**src/gate_pkg.sv**
```systemverilog
package gate_pkg;

  localparam int dur_w    = 40;
  localparam int phase_w  = 30;
  localparam int level_w  = 16;
  localparam int sample_w = 128;

  // transmit event, 128 bits, duration in the low bits.
  typedef struct packed {
    logic [7:0]         padding;
    logic [phase_w-1:0] rx_phase;
    logic [phase_w-1:0] tx_phase;
    logic [level_w-1:0] level;
    logic [1:0]         spare;
    logic               gate_bit;
    logic               sync_bit;
    logic [dur_w-1:0]   duration;
  } tx_event_t;

  // receive event, 64 bits, duration counted in samples.
  typedef struct packed {
    logic [22:0]      padding;
    logic             rx_enable;
    logic [dur_w-1:0] duration;
  } rx_event_t;

  // bit positions inside the flat event words.
  localparam int tx_sync_pos     = 40;
  localparam int tx_gate_pos     = 41;
  localparam int tx_level_lsb    = 44;
  localparam int tx_phase_lsb    = 60;
  localparam int tx_rx_phase_lsb = 90;
  localparam int rx_enable_pos   = 40;

endpackage
```
**src/sequencer_top.sv**
```systemverilog
module sequencer_top import gate_pkg::*; #(
  parameter int fifo_depth = 16
)
(
  input  logic                aclk,
  input  logic                aresetn,

  input  tx_event_t           tx_evt,
  input  logic                tx_evt_wr,
  output logic                tx_full,

  input  rx_event_t           rx_evt,
  input  logic                rx_evt_wr,
  output logic                rx_full,

  input  logic [sample_w-1:0] sample_data,
  input  logic                sample_valid,

  output logic [sample_w-1:0] out_data,
  output logic                out_valid,

  output logic                sync,
  output logic                gate,
  output logic [level_w-1:0]  tx_amp,
  output logic [phase_w-1:0]  carrier_phase,
  output logic [phase_w-1:0]  rx_phase
);

  tx_event_t          tx_evt_data;
  logic               tx_evt_valid;
  logic               tx_evt_ready;
  rx_event_t          rx_evt_data;
  logic               rx_evt_valid;
  logic               rx_evt_ready;
  logic [level_w-1:0] level;
  logic [phase_w-1:0] tx_phase;

  // ====================================================================
  // event queues
  // ====================================================================
  event_fifo #(.payload_t(tx_event_t), .fifo_depth(fifo_depth)) u_tx_fifo (
    .aclk     (aclk),
    .aresetn  (aresetn),
    .wr_data  (tx_evt),
    .wr_en    (tx_evt_wr),
    .full     (tx_full),
    .rd_data  (tx_evt_data),
    .rd_valid (tx_evt_valid),
    .rd_ready (tx_evt_ready)
  );

  event_fifo #(.payload_t(rx_event_t), .fifo_depth(fifo_depth)) u_rx_fifo (
    .aclk     (aclk),
    .aresetn  (aresetn),
    .wr_data  (rx_evt),
    .wr_en    (rx_evt_wr),
    .full     (rx_full),
    .rd_data  (rx_evt_data),
    .rd_valid (rx_evt_valid),
    .rd_ready (rx_evt_ready)
  );

  gate_controller u_ctrl (
    .aclk         (aclk),
    .aresetn      (aresetn),
    .tx_evt_data  (tx_evt_data),
    .tx_evt_valid (tx_evt_valid),
    .tx_evt_ready (tx_evt_ready),
    .rx_evt_data  (rx_evt_data),
    .rx_evt_valid (rx_evt_valid),
    .rx_evt_ready (rx_evt_ready),
    .sample_data  (sample_data),
    .sample_valid (sample_valid),
    .out_data     (out_data),
    .out_valid    (out_valid),
    .tx_phase     (tx_phase),
    .rx_phase     (rx_phase),
    .level        (level),
    .sync         (sync),
    .gate         (gate)
  );

  tx_modulator u_mod (
    .aclk          (aclk),
    .aresetn       (aresetn),
    .sync          (sync),
    .gate          (gate),
    .level         (level),
    .tx_phase      (tx_phase),
    .tx_amp        (tx_amp),
    .carrier_phase (carrier_phase)
  );

endmodule

```
**src/tx_modulator.sv**
```systemverilog
module tx_modulator import gate_pkg::*;
(
  input  logic               aclk,
  input  logic               aresetn,

  input  logic               sync,
  input  logic               gate,
  input  logic [level_w-1:0] level,
  input  logic [phase_w-1:0] tx_phase,

  output logic [level_w-1:0] tx_amp,
  output logic [phase_w-1:0] carrier_phase
);

  logic [phase_w-1:0] phase_acc;
  logic [level_w-1:0] amp_q;

  // ====================================================================
  // carrier phase accumulator
  // ====================================================================
  always_ff @(posedge aclk)
  begin
    if (!aresetn)
      phase_acc <= '0;
    else if (sync)
      phase_acc <= '0;                   // restart the carrier.
    else
      phase_acc <= phase_acc + tx_phase; // wraps mod 2^30.
  end

  // ====================================================================
  // gated amplitude
  // ====================================================================
  always_ff @(posedge aclk)
  begin
    if (!aresetn)
      amp_q <= '0;
    else if (gate)
      amp_q <= level;
    else
      amp_q <= '0;
  end

  assign tx_amp        = amp_q;
  assign carrier_phase = phase_acc;

endmodule

```
**src/gate_controller.sv**
```systemverilog
module gate_controller import gate_pkg::*;
(
  input  logic                aclk,
  input  logic                aresetn,

  input  tx_event_t           tx_evt_data,
  input  logic                tx_evt_valid,
  output logic                tx_evt_ready,

  input  rx_event_t           rx_evt_data,
  input  logic                rx_evt_valid,
  output logic                rx_evt_ready,

  input  logic [sample_w-1:0] sample_data,
  input  logic                sample_valid,

  output logic [sample_w-1:0] out_data,
  output logic                out_valid,

  output logic [phase_w-1:0]  tx_phase,
  output logic [phase_w-1:0]  rx_phase,
  output logic [level_w-1:0]  level,

  output logic                sync,
  output logic                gate
);

  logic armed; // low through reset and the cycle after.

  always_ff @(posedge aclk)
  begin
    if (!aresetn)
      armed <= 1'b0;
    else
      armed <= 1'b1;
  end

  // ====================================================================
  // transmit side, counts clocks
  // ====================================================================
  logic [dur_w-1:0]   tx_cntr;
  logic               tx_busy;
  logic               tx_accept;
  logic               held_sync;
  logic               held_gate;
  logic               next_sync;
  logic               next_gate;
  logic               sync_q;
  logic               gate_q;
  logic [level_w-1:0] level_q;
  logic [phase_w-1:0] tx_phase_q;
  logic [phase_w-1:0] rx_phase_q;

  assign tx_busy      = |tx_cntr;
  assign tx_evt_ready = armed & ~tx_busy;
  assign tx_accept    = tx_evt_valid & tx_evt_ready;

  // held bits while playing, fresh ones on the accept cycle.
  assign next_sync = tx_busy ? held_sync : (tx_evt_data.sync_bit & tx_accept);
  assign next_gate = tx_busy ? held_gate : (tx_evt_data.gate_bit & tx_accept);

  always_ff @(posedge aclk)
  begin
    if (!aresetn)
    begin
      tx_cntr    <= '0;
      held_sync  <= 1'b0;
      held_gate  <= 1'b0;
      level_q    <= '0;
      tx_phase_q <= '0;
      rx_phase_q <= '0;
      sync_q     <= 1'b0;
      gate_q     <= 1'b0;
    end
    else
    begin
      if (tx_busy)
        tx_cntr <= tx_cntr - 1'b1;
      else if (tx_accept)
      begin
        tx_cntr    <= tx_evt_data.duration;
        held_sync  <= tx_evt_data.sync_bit;
        held_gate  <= tx_evt_data.gate_bit;
        level_q    <= tx_evt_data.level;
        tx_phase_q <= tx_evt_data.tx_phase;
        rx_phase_q <= tx_evt_data.rx_phase;
      end
      sync_q <= next_sync;
      gate_q <= next_gate;
    end
  end

  // ====================================================================
  // receive side, counts samples
  // ====================================================================
  logic [dur_w-1:0]    rx_cntr;
  logic                rx_busy;
  logic                rx_accept;
  logic                held_enable;
  logic                window_en;
  logic                out_valid_q;
  logic [sample_w-1:0] out_data_q;

  assign rx_busy      = |rx_cntr;
  assign rx_evt_ready = armed & ~rx_busy & sample_valid; // accept on a sample only.
  assign rx_accept    = rx_evt_valid & rx_evt_ready;
  assign window_en    = rx_busy ? held_enable : (rx_evt_data.rx_enable & rx_accept);

  always_ff @(posedge aclk)
  begin
    if (!aresetn)
    begin
      rx_cntr     <= '0;
      held_enable <= 1'b0;
      out_valid_q <= 1'b0;
    end
    else
    begin
      if (sample_valid)
      begin
        if (rx_busy)
          rx_cntr <= rx_cntr - 1'b1;
        else if (rx_accept)
        begin
          rx_cntr     <= rx_evt_data.duration;
          held_enable <= rx_evt_data.rx_enable;
        end
      end
      out_valid_q <= sample_valid & window_en;
    end
  end

  always_ff @(posedge aclk)
    out_data_q <= sample_data; // previous cycle's sample.

  assign out_data  = out_data_q;
  assign out_valid = out_valid_q;
  assign tx_phase  = tx_phase_q;
  assign rx_phase  = rx_phase_q;
  assign level     = level_q;
  assign sync      = sync_q;
  assign gate      = gate_q;

endmodule

```
**src/event_fifo.sv**
```systemverilog
module event_fifo #(
  parameter type payload_t  = logic [7:0],
  parameter int  fifo_depth = 16
)
(
  input  logic     aclk,
  input  logic     aresetn,

  input  payload_t wr_data,
  input  logic     wr_en,
  output logic     full,

  output payload_t rd_data,
  output logic     rd_valid,
  input  logic     rd_ready
);

  localparam int addr_w = $clog2(fifo_depth);

  payload_t mem [fifo_depth];

  // pointers carry one extra wrap bit.
  logic [addr_w:0] wr_ptr;
  logic [addr_w:0] rd_ptr;
  logic            empty;
  logic            do_write;
  logic            do_read;

  assign empty = (wr_ptr == rd_ptr);
  assign full  = (wr_ptr[addr_w] != rd_ptr[addr_w]) &&
                 (wr_ptr[addr_w-1:0] == rd_ptr[addr_w-1:0]);

  assign do_write = wr_en & ~full;       // writes while full are dropped.
  assign do_read  = rd_ready & ~empty;

  // ====================================================================
  // pointers
  // ====================================================================
  always_ff @(posedge aclk)
  begin
    if (!aresetn)
    begin
      wr_ptr <= '0;
      rd_ptr <= '0;
    end
    else
    begin
      if (do_write)
        wr_ptr <= wr_ptr + 1'b1;
      if (do_read)
        rd_ptr <= rd_ptr + 1'b1;
    end
  end

  always_ff @(posedge aclk)
  begin
    if (do_write)
      mem[wr_ptr[addr_w-1:0]] <= wr_data;
  end

  // head entry shows without read latency.
  assign rd_data  = mem[rd_ptr[addr_w-1:0]];
  assign rd_valid = ~empty;

endmodule

```
**config.mk**
```make
export PLATFORM = sky130hd
export DESIGN_NAME = sequencer_top
export DESIGN_NICKNAME = d
export VERILOG_FILES = /design/src/gate_pkg.sv /design/src/sequencer_top.sv /design/src/tx_modulator.sv /design/src/gate_controller.sv /design/src/event_fifo.sv
export SDC_FILE = /design/constraint.sdc
export NUM_CORES = 2
export LEC_CHECK = 0
export ABC_AREA = 1
export ABC_CLOCK_PERIOD_IN_PS = 7500
export BUFFER_PORTS_ARGS = -buffer_cell sky130_fd_sc_hd__buf_2
export CORE_AREA = 2 2 503 505
export CTS_BUF_LIST = sky130_fd_sc_hd__clkbuf_4 sky130_fd_sc_hd__clkbuf_8 sky130_fd_sc_hd__clkbuf_16
export CTS_CLUSTER_SIZE = 28
export DETAILED_ROUTE_END_ITERATION = 10
export DIE_AREA = 0 0 505 507
export HOLD_SLACK_MARGIN = 0.08
export PLACE_DENSITY_LB_ADDON = 0.2
export SLEW_MARGIN = 10
export SYNTH_ARGS = -nofsm -noshare
export SYNTH_HDL_FRONTEND = slang
export SYNTH_HIERARCHICAL = 1
export SYNTH_SLANG_ARGS = --single-unit
```
**constraint.sdc**
```tcl
create_clock -name aclk -period 7.5 [get_ports aclk]
set_input_delay 1.5 -clock aclk [delete_from_list [all_inputs] [get_ports aclk]]
set_output_delay 1.5 -clock aclk [all_outputs]
set_load 0.01 [all_outputs]
```
==> results.yml <==
clock_tree:
  cts.clk_slew.worst_paths_ps: 60
  clock_sinks: 2909
  post_cts_hold_buffer_count: 0
  clock-root-buffer: "sky130_fd_sc_hd__clkbuf_16"
  clk-insertion-delay-late_ps: 950
  num_cts_buffers: 321
  clock_tree.buffer_depth: 4
  cts_tree: "built"
  post_cts_buffers: 0
  post_cts_resized: 0
  h-tree-depth: 5
drt:
  dr_total_vias: 77954
  drc: 0
  viasPerCell: 5.46
  routed_wire_length_per_instance_um: 21.5
  dr.first_iter.drc_count: 7129
  antenna_violating_nets_post_route: 0
  drtPass1Iterations: 6
  routed_wl_um: 307000
die:
  chipHeight_um: 507
  floorplan.die.width_um: 505
  core_area_sq_mm: 0.250
  core.rowCount: 184
  die-area_sq_mm: 0.256
  initial_utilization_pct: 47.4
  number_of_i_o_pins: 534
global_route:
  globalRoute.totalOverflow: 0
  number_of_global_route_vias_before_repair: 74654
  first_pass_grt_wire_length_um: 459000
  maximum_number_of_pins_on_one_net_before_global_route_repair: 274
  groute.usage.overall_pct: 23.4
  number_of_antenna_violations_at_the_first_check_in_global_routing: 85
placed_design:
  post_dp_cell_area_sq_mm: 0.123
  finalWeightedCongestion: 0.910
  place.detailed.hpwl_um: 155000
  placement.io_buffers: 500
timing:
  layout_worst_path_cycle_share_pct: 56.4
  min_period_ps: 4230
  tightest_slew_ps: 1260
  finalHoldViolations: 0
  timing.max_slew.rel_slack_pct: 16.0
  grt_setup_unrepaired: "no"
  finalSetupViolCount: 0
  skew_ps: 67.9
  total_neg_setup_slack_ps: 0
  fmax_mhz: 236
  final_report_max_slew_violation_count: 0
synth:
  synth-warning-count: 6
  netlist_area_sq_mm: 0.119
  post_synth.cell_area_avg_sq_um: 11.4
  synth.net_count: 10796
  post_synth_inst_count: 10427
power:
  leakagePower_nw: 48.9
  power_per_cell_area_mw_per_mm2: 277
  max-vdd-ir-drop_uv: 253
min_path:
  min-delay-path-class: "reg -> reg"
layout:
  fin_nets: 11037
  nFillCells: 21446
  design_area_sq_mm: 0.133
  final_layout_size_suffix_gt1_share_pct: 11.5
  area.sequential_sq_mm: 0.0837
  area_occupied_by_multi_input_gates_sq_mm: 0.0288
  area_growth_pct: 12.4
worst_setup_path:
  critPathLaunchType: "flip-flop"
  worst_ep_required_time_ps: 6000
  critical_path_class: "reg -> out"
  critPathArrivalTime_ps: 2730
  worst-path-max-fanout: 14
  worst-r2r-setup-slack_ps: 3310
  crit_path_end_kind: "output pin"
status:
  run_status: "finished clean"
flow_run:
  cap_viol_max_count: 0
## placed cells by master, fill, tap and decap left out, types with 4 or more instances in the layout
cell type,count
sky130_fd_sc_hd__edfxtp_1,2544
sky130_fd_sc_hd__nand2_1,2054
sky130_fd_sc_hd__nor2_1,1119
sky130_fd_sc_hd__nand3_1,1009
sky130_fd_sc_hd__inv_1,730
sky130_fd_sc_hd__o21ai_0,629
sky130_fd_sc_hd__buf_2,499
sky130_fd_sc_hd__o211ai_1,487
sky130_fd_sc_hd__dfxtp_1,356
sky130_fd_sc_hd__a21oi_1,345
sky130_fd_sc_hd__clkbuf_16,326
sky130_fd_sc_hd__o21ai_1,146
sky130_fd_sc_hd__clkbuf_4,86
sky130_fd_sc_hd__nor2_2,66
sky130_fd_sc_hd__buf_4,59
sky130_fd_sc_hd__nand4_1,55
sky130_fd_sc_hd__clkinv_1,47
sky130_fd_sc_hd__ha_1,43
sky130_fd_sc_hd__clkinv_2,39
sky130_fd_sc_hd__nor2_4,34
sky130_fd_sc_hd__buf_12,32
sky130_fd_sc_hd__xor2_1,29
sky130_fd_sc_hd__diode_2,24
sky130_fd_sc_hd__clkbuf_8,24
sky130_fd_sc_hd__bufinv_16,20
sky130_fd_sc_hd__and2_1,16
sky130_fd_sc_hd__nand2_2,14
sky130_fd_sc_hd__xnor2_1,12
sky130_fd_sc_hd__inv_2,10
sky130_fd_sc_hd__nor3_1,9
sky130_fd_sc_hd__inv_6,8
sky130_fd_sc_hd__nand3_2,7
sky130_fd_sc_hd__dfxtp_4,7
sky130_fd_sc_hd__o21bai_1,6
sky130_fd_sc_hd__clkinvlp_4,5
sky130_fd_sc_hd__nand3b_1,4
sky130_fd_sc_hd__a21oi_2,4
## critical path: stages, from the launching register on
cell                      delay [ps]
sky130_fd_sc_hd__dfxtp_1         450
sky130_fd_sc_hd__inv_1           130
sky130_fd_sc_hd__nand2_1          80
sky130_fd_sc_hd__nand2_1          40
sky130_fd_sc_hd__nor2_1          180
sky130_fd_sc_hd__nand3_1         440
sky130_fd_sc_hd__inv_1           300
sky130_fd_sc_hd__buf_2           210
## path summary, 6_finish.rpt
| kind | endpoint | cells after the start | startpoint |
|---|---|---|---|
| setup / recovery | tx_full | 7 | u_tx_fifo/wr_ptr[0]$_SDFFE_PN0P_ |
| hold / removal | u_mod/tx_amp[15]$_SDFF_PN0_ | 2 | u_ctrl/level[15]$_SDFFE_PN0P_ |
| setup reg to reg | u_ctrl/tx_cntr[39]$_SDFFE_PN0P_ | 8 | flip-flop |
| hold reg to reg | u_mod/tx_amp[15]$_SDFF_PN0_ | 2 | u_ctrl/level[15]$_SDFFE_PN0P_ |
## where the power goes
| group | switching (mW) | leakage, nW | internal [mW] |
|---|---|---|---|
| registers | 0.235 | 26.0 | 18.0 |
| logic | 2.46 | 17.8 | 1.08 |
| clock network | 6.11 | 5.15 | 9.19 |
| total | 8.81 | 48.9 | 28.2 |
## layout make-up
| type | count | share of cell area (%) |
|---|---|---|
| clock buffer | 436 | 6.84 |
| clock inverter | 122 | 0.841 |
| tap | 3348 | 3.14 |
| timing repair buffer | 591 | 2.69 |
| inverter | 747 | 2.14 |
| multi-input combinational | 6098 | 21.6 |
| sequential | 2909 | 62.7 |
| antenna | 24 | 0.0450 |
## through the flow
step | hold slack, ps | total power, mW | worst slack (ps) | util, % | instances
after CTS | 431 | 37.3 | 3240 | 53.3 | 14251
after global routing | 445 | 38.5 | 3060 | 53.3 | 14263
after detailed placement | 418 | 22.1 | 3300 | 49.2 | 13693
final | 426 | 37.0 | 3270 | 53.3 | 14275
after floorplan | 408 | 21.0 | 280 | - | 10427
after global placement | 419 | 22.0 | 3330 | 49.2 | 13693
## state kept, by name (all words and copies together) (netlist names), named ones only
name,cells
u_tx_fifo/mem,1888
u_rx_fifo/mem,656
u_ctrl/out_data,128
u_ctrl/rx_cntr,40
u_ctrl/tx_cntr,40
u_ctrl/rx_phase,30
u_ctrl/tx_phase,30
u_mod/carrier_phase,30
u_ctrl/level,16
u_mod/tx_amp,16
u_rx_fifo/rd_ptr,5
u_rx_fifo/wr_ptr,5
u_tx_fifo/rd_ptr,5
u_tx_fifo/wr_ptr,5
u_ctrl/armed,1
u_ctrl/gate,1
u_ctrl/held_enable,1
u_ctrl/held_gate,1
u_ctrl/held_sync,1
u_ctrl/out_valid,1
u_ctrl/sync,1
## layer usage
layer	global-route usage, %	up-vias	routed length [um]
met5	0	-	341
met4	7.22	54	8320
met3	3.89	554	19600
met2	40.0	2341	151000
met1	30.5	38359	128000
li1	-	36646	-
(Power assumes the default switching activity.)
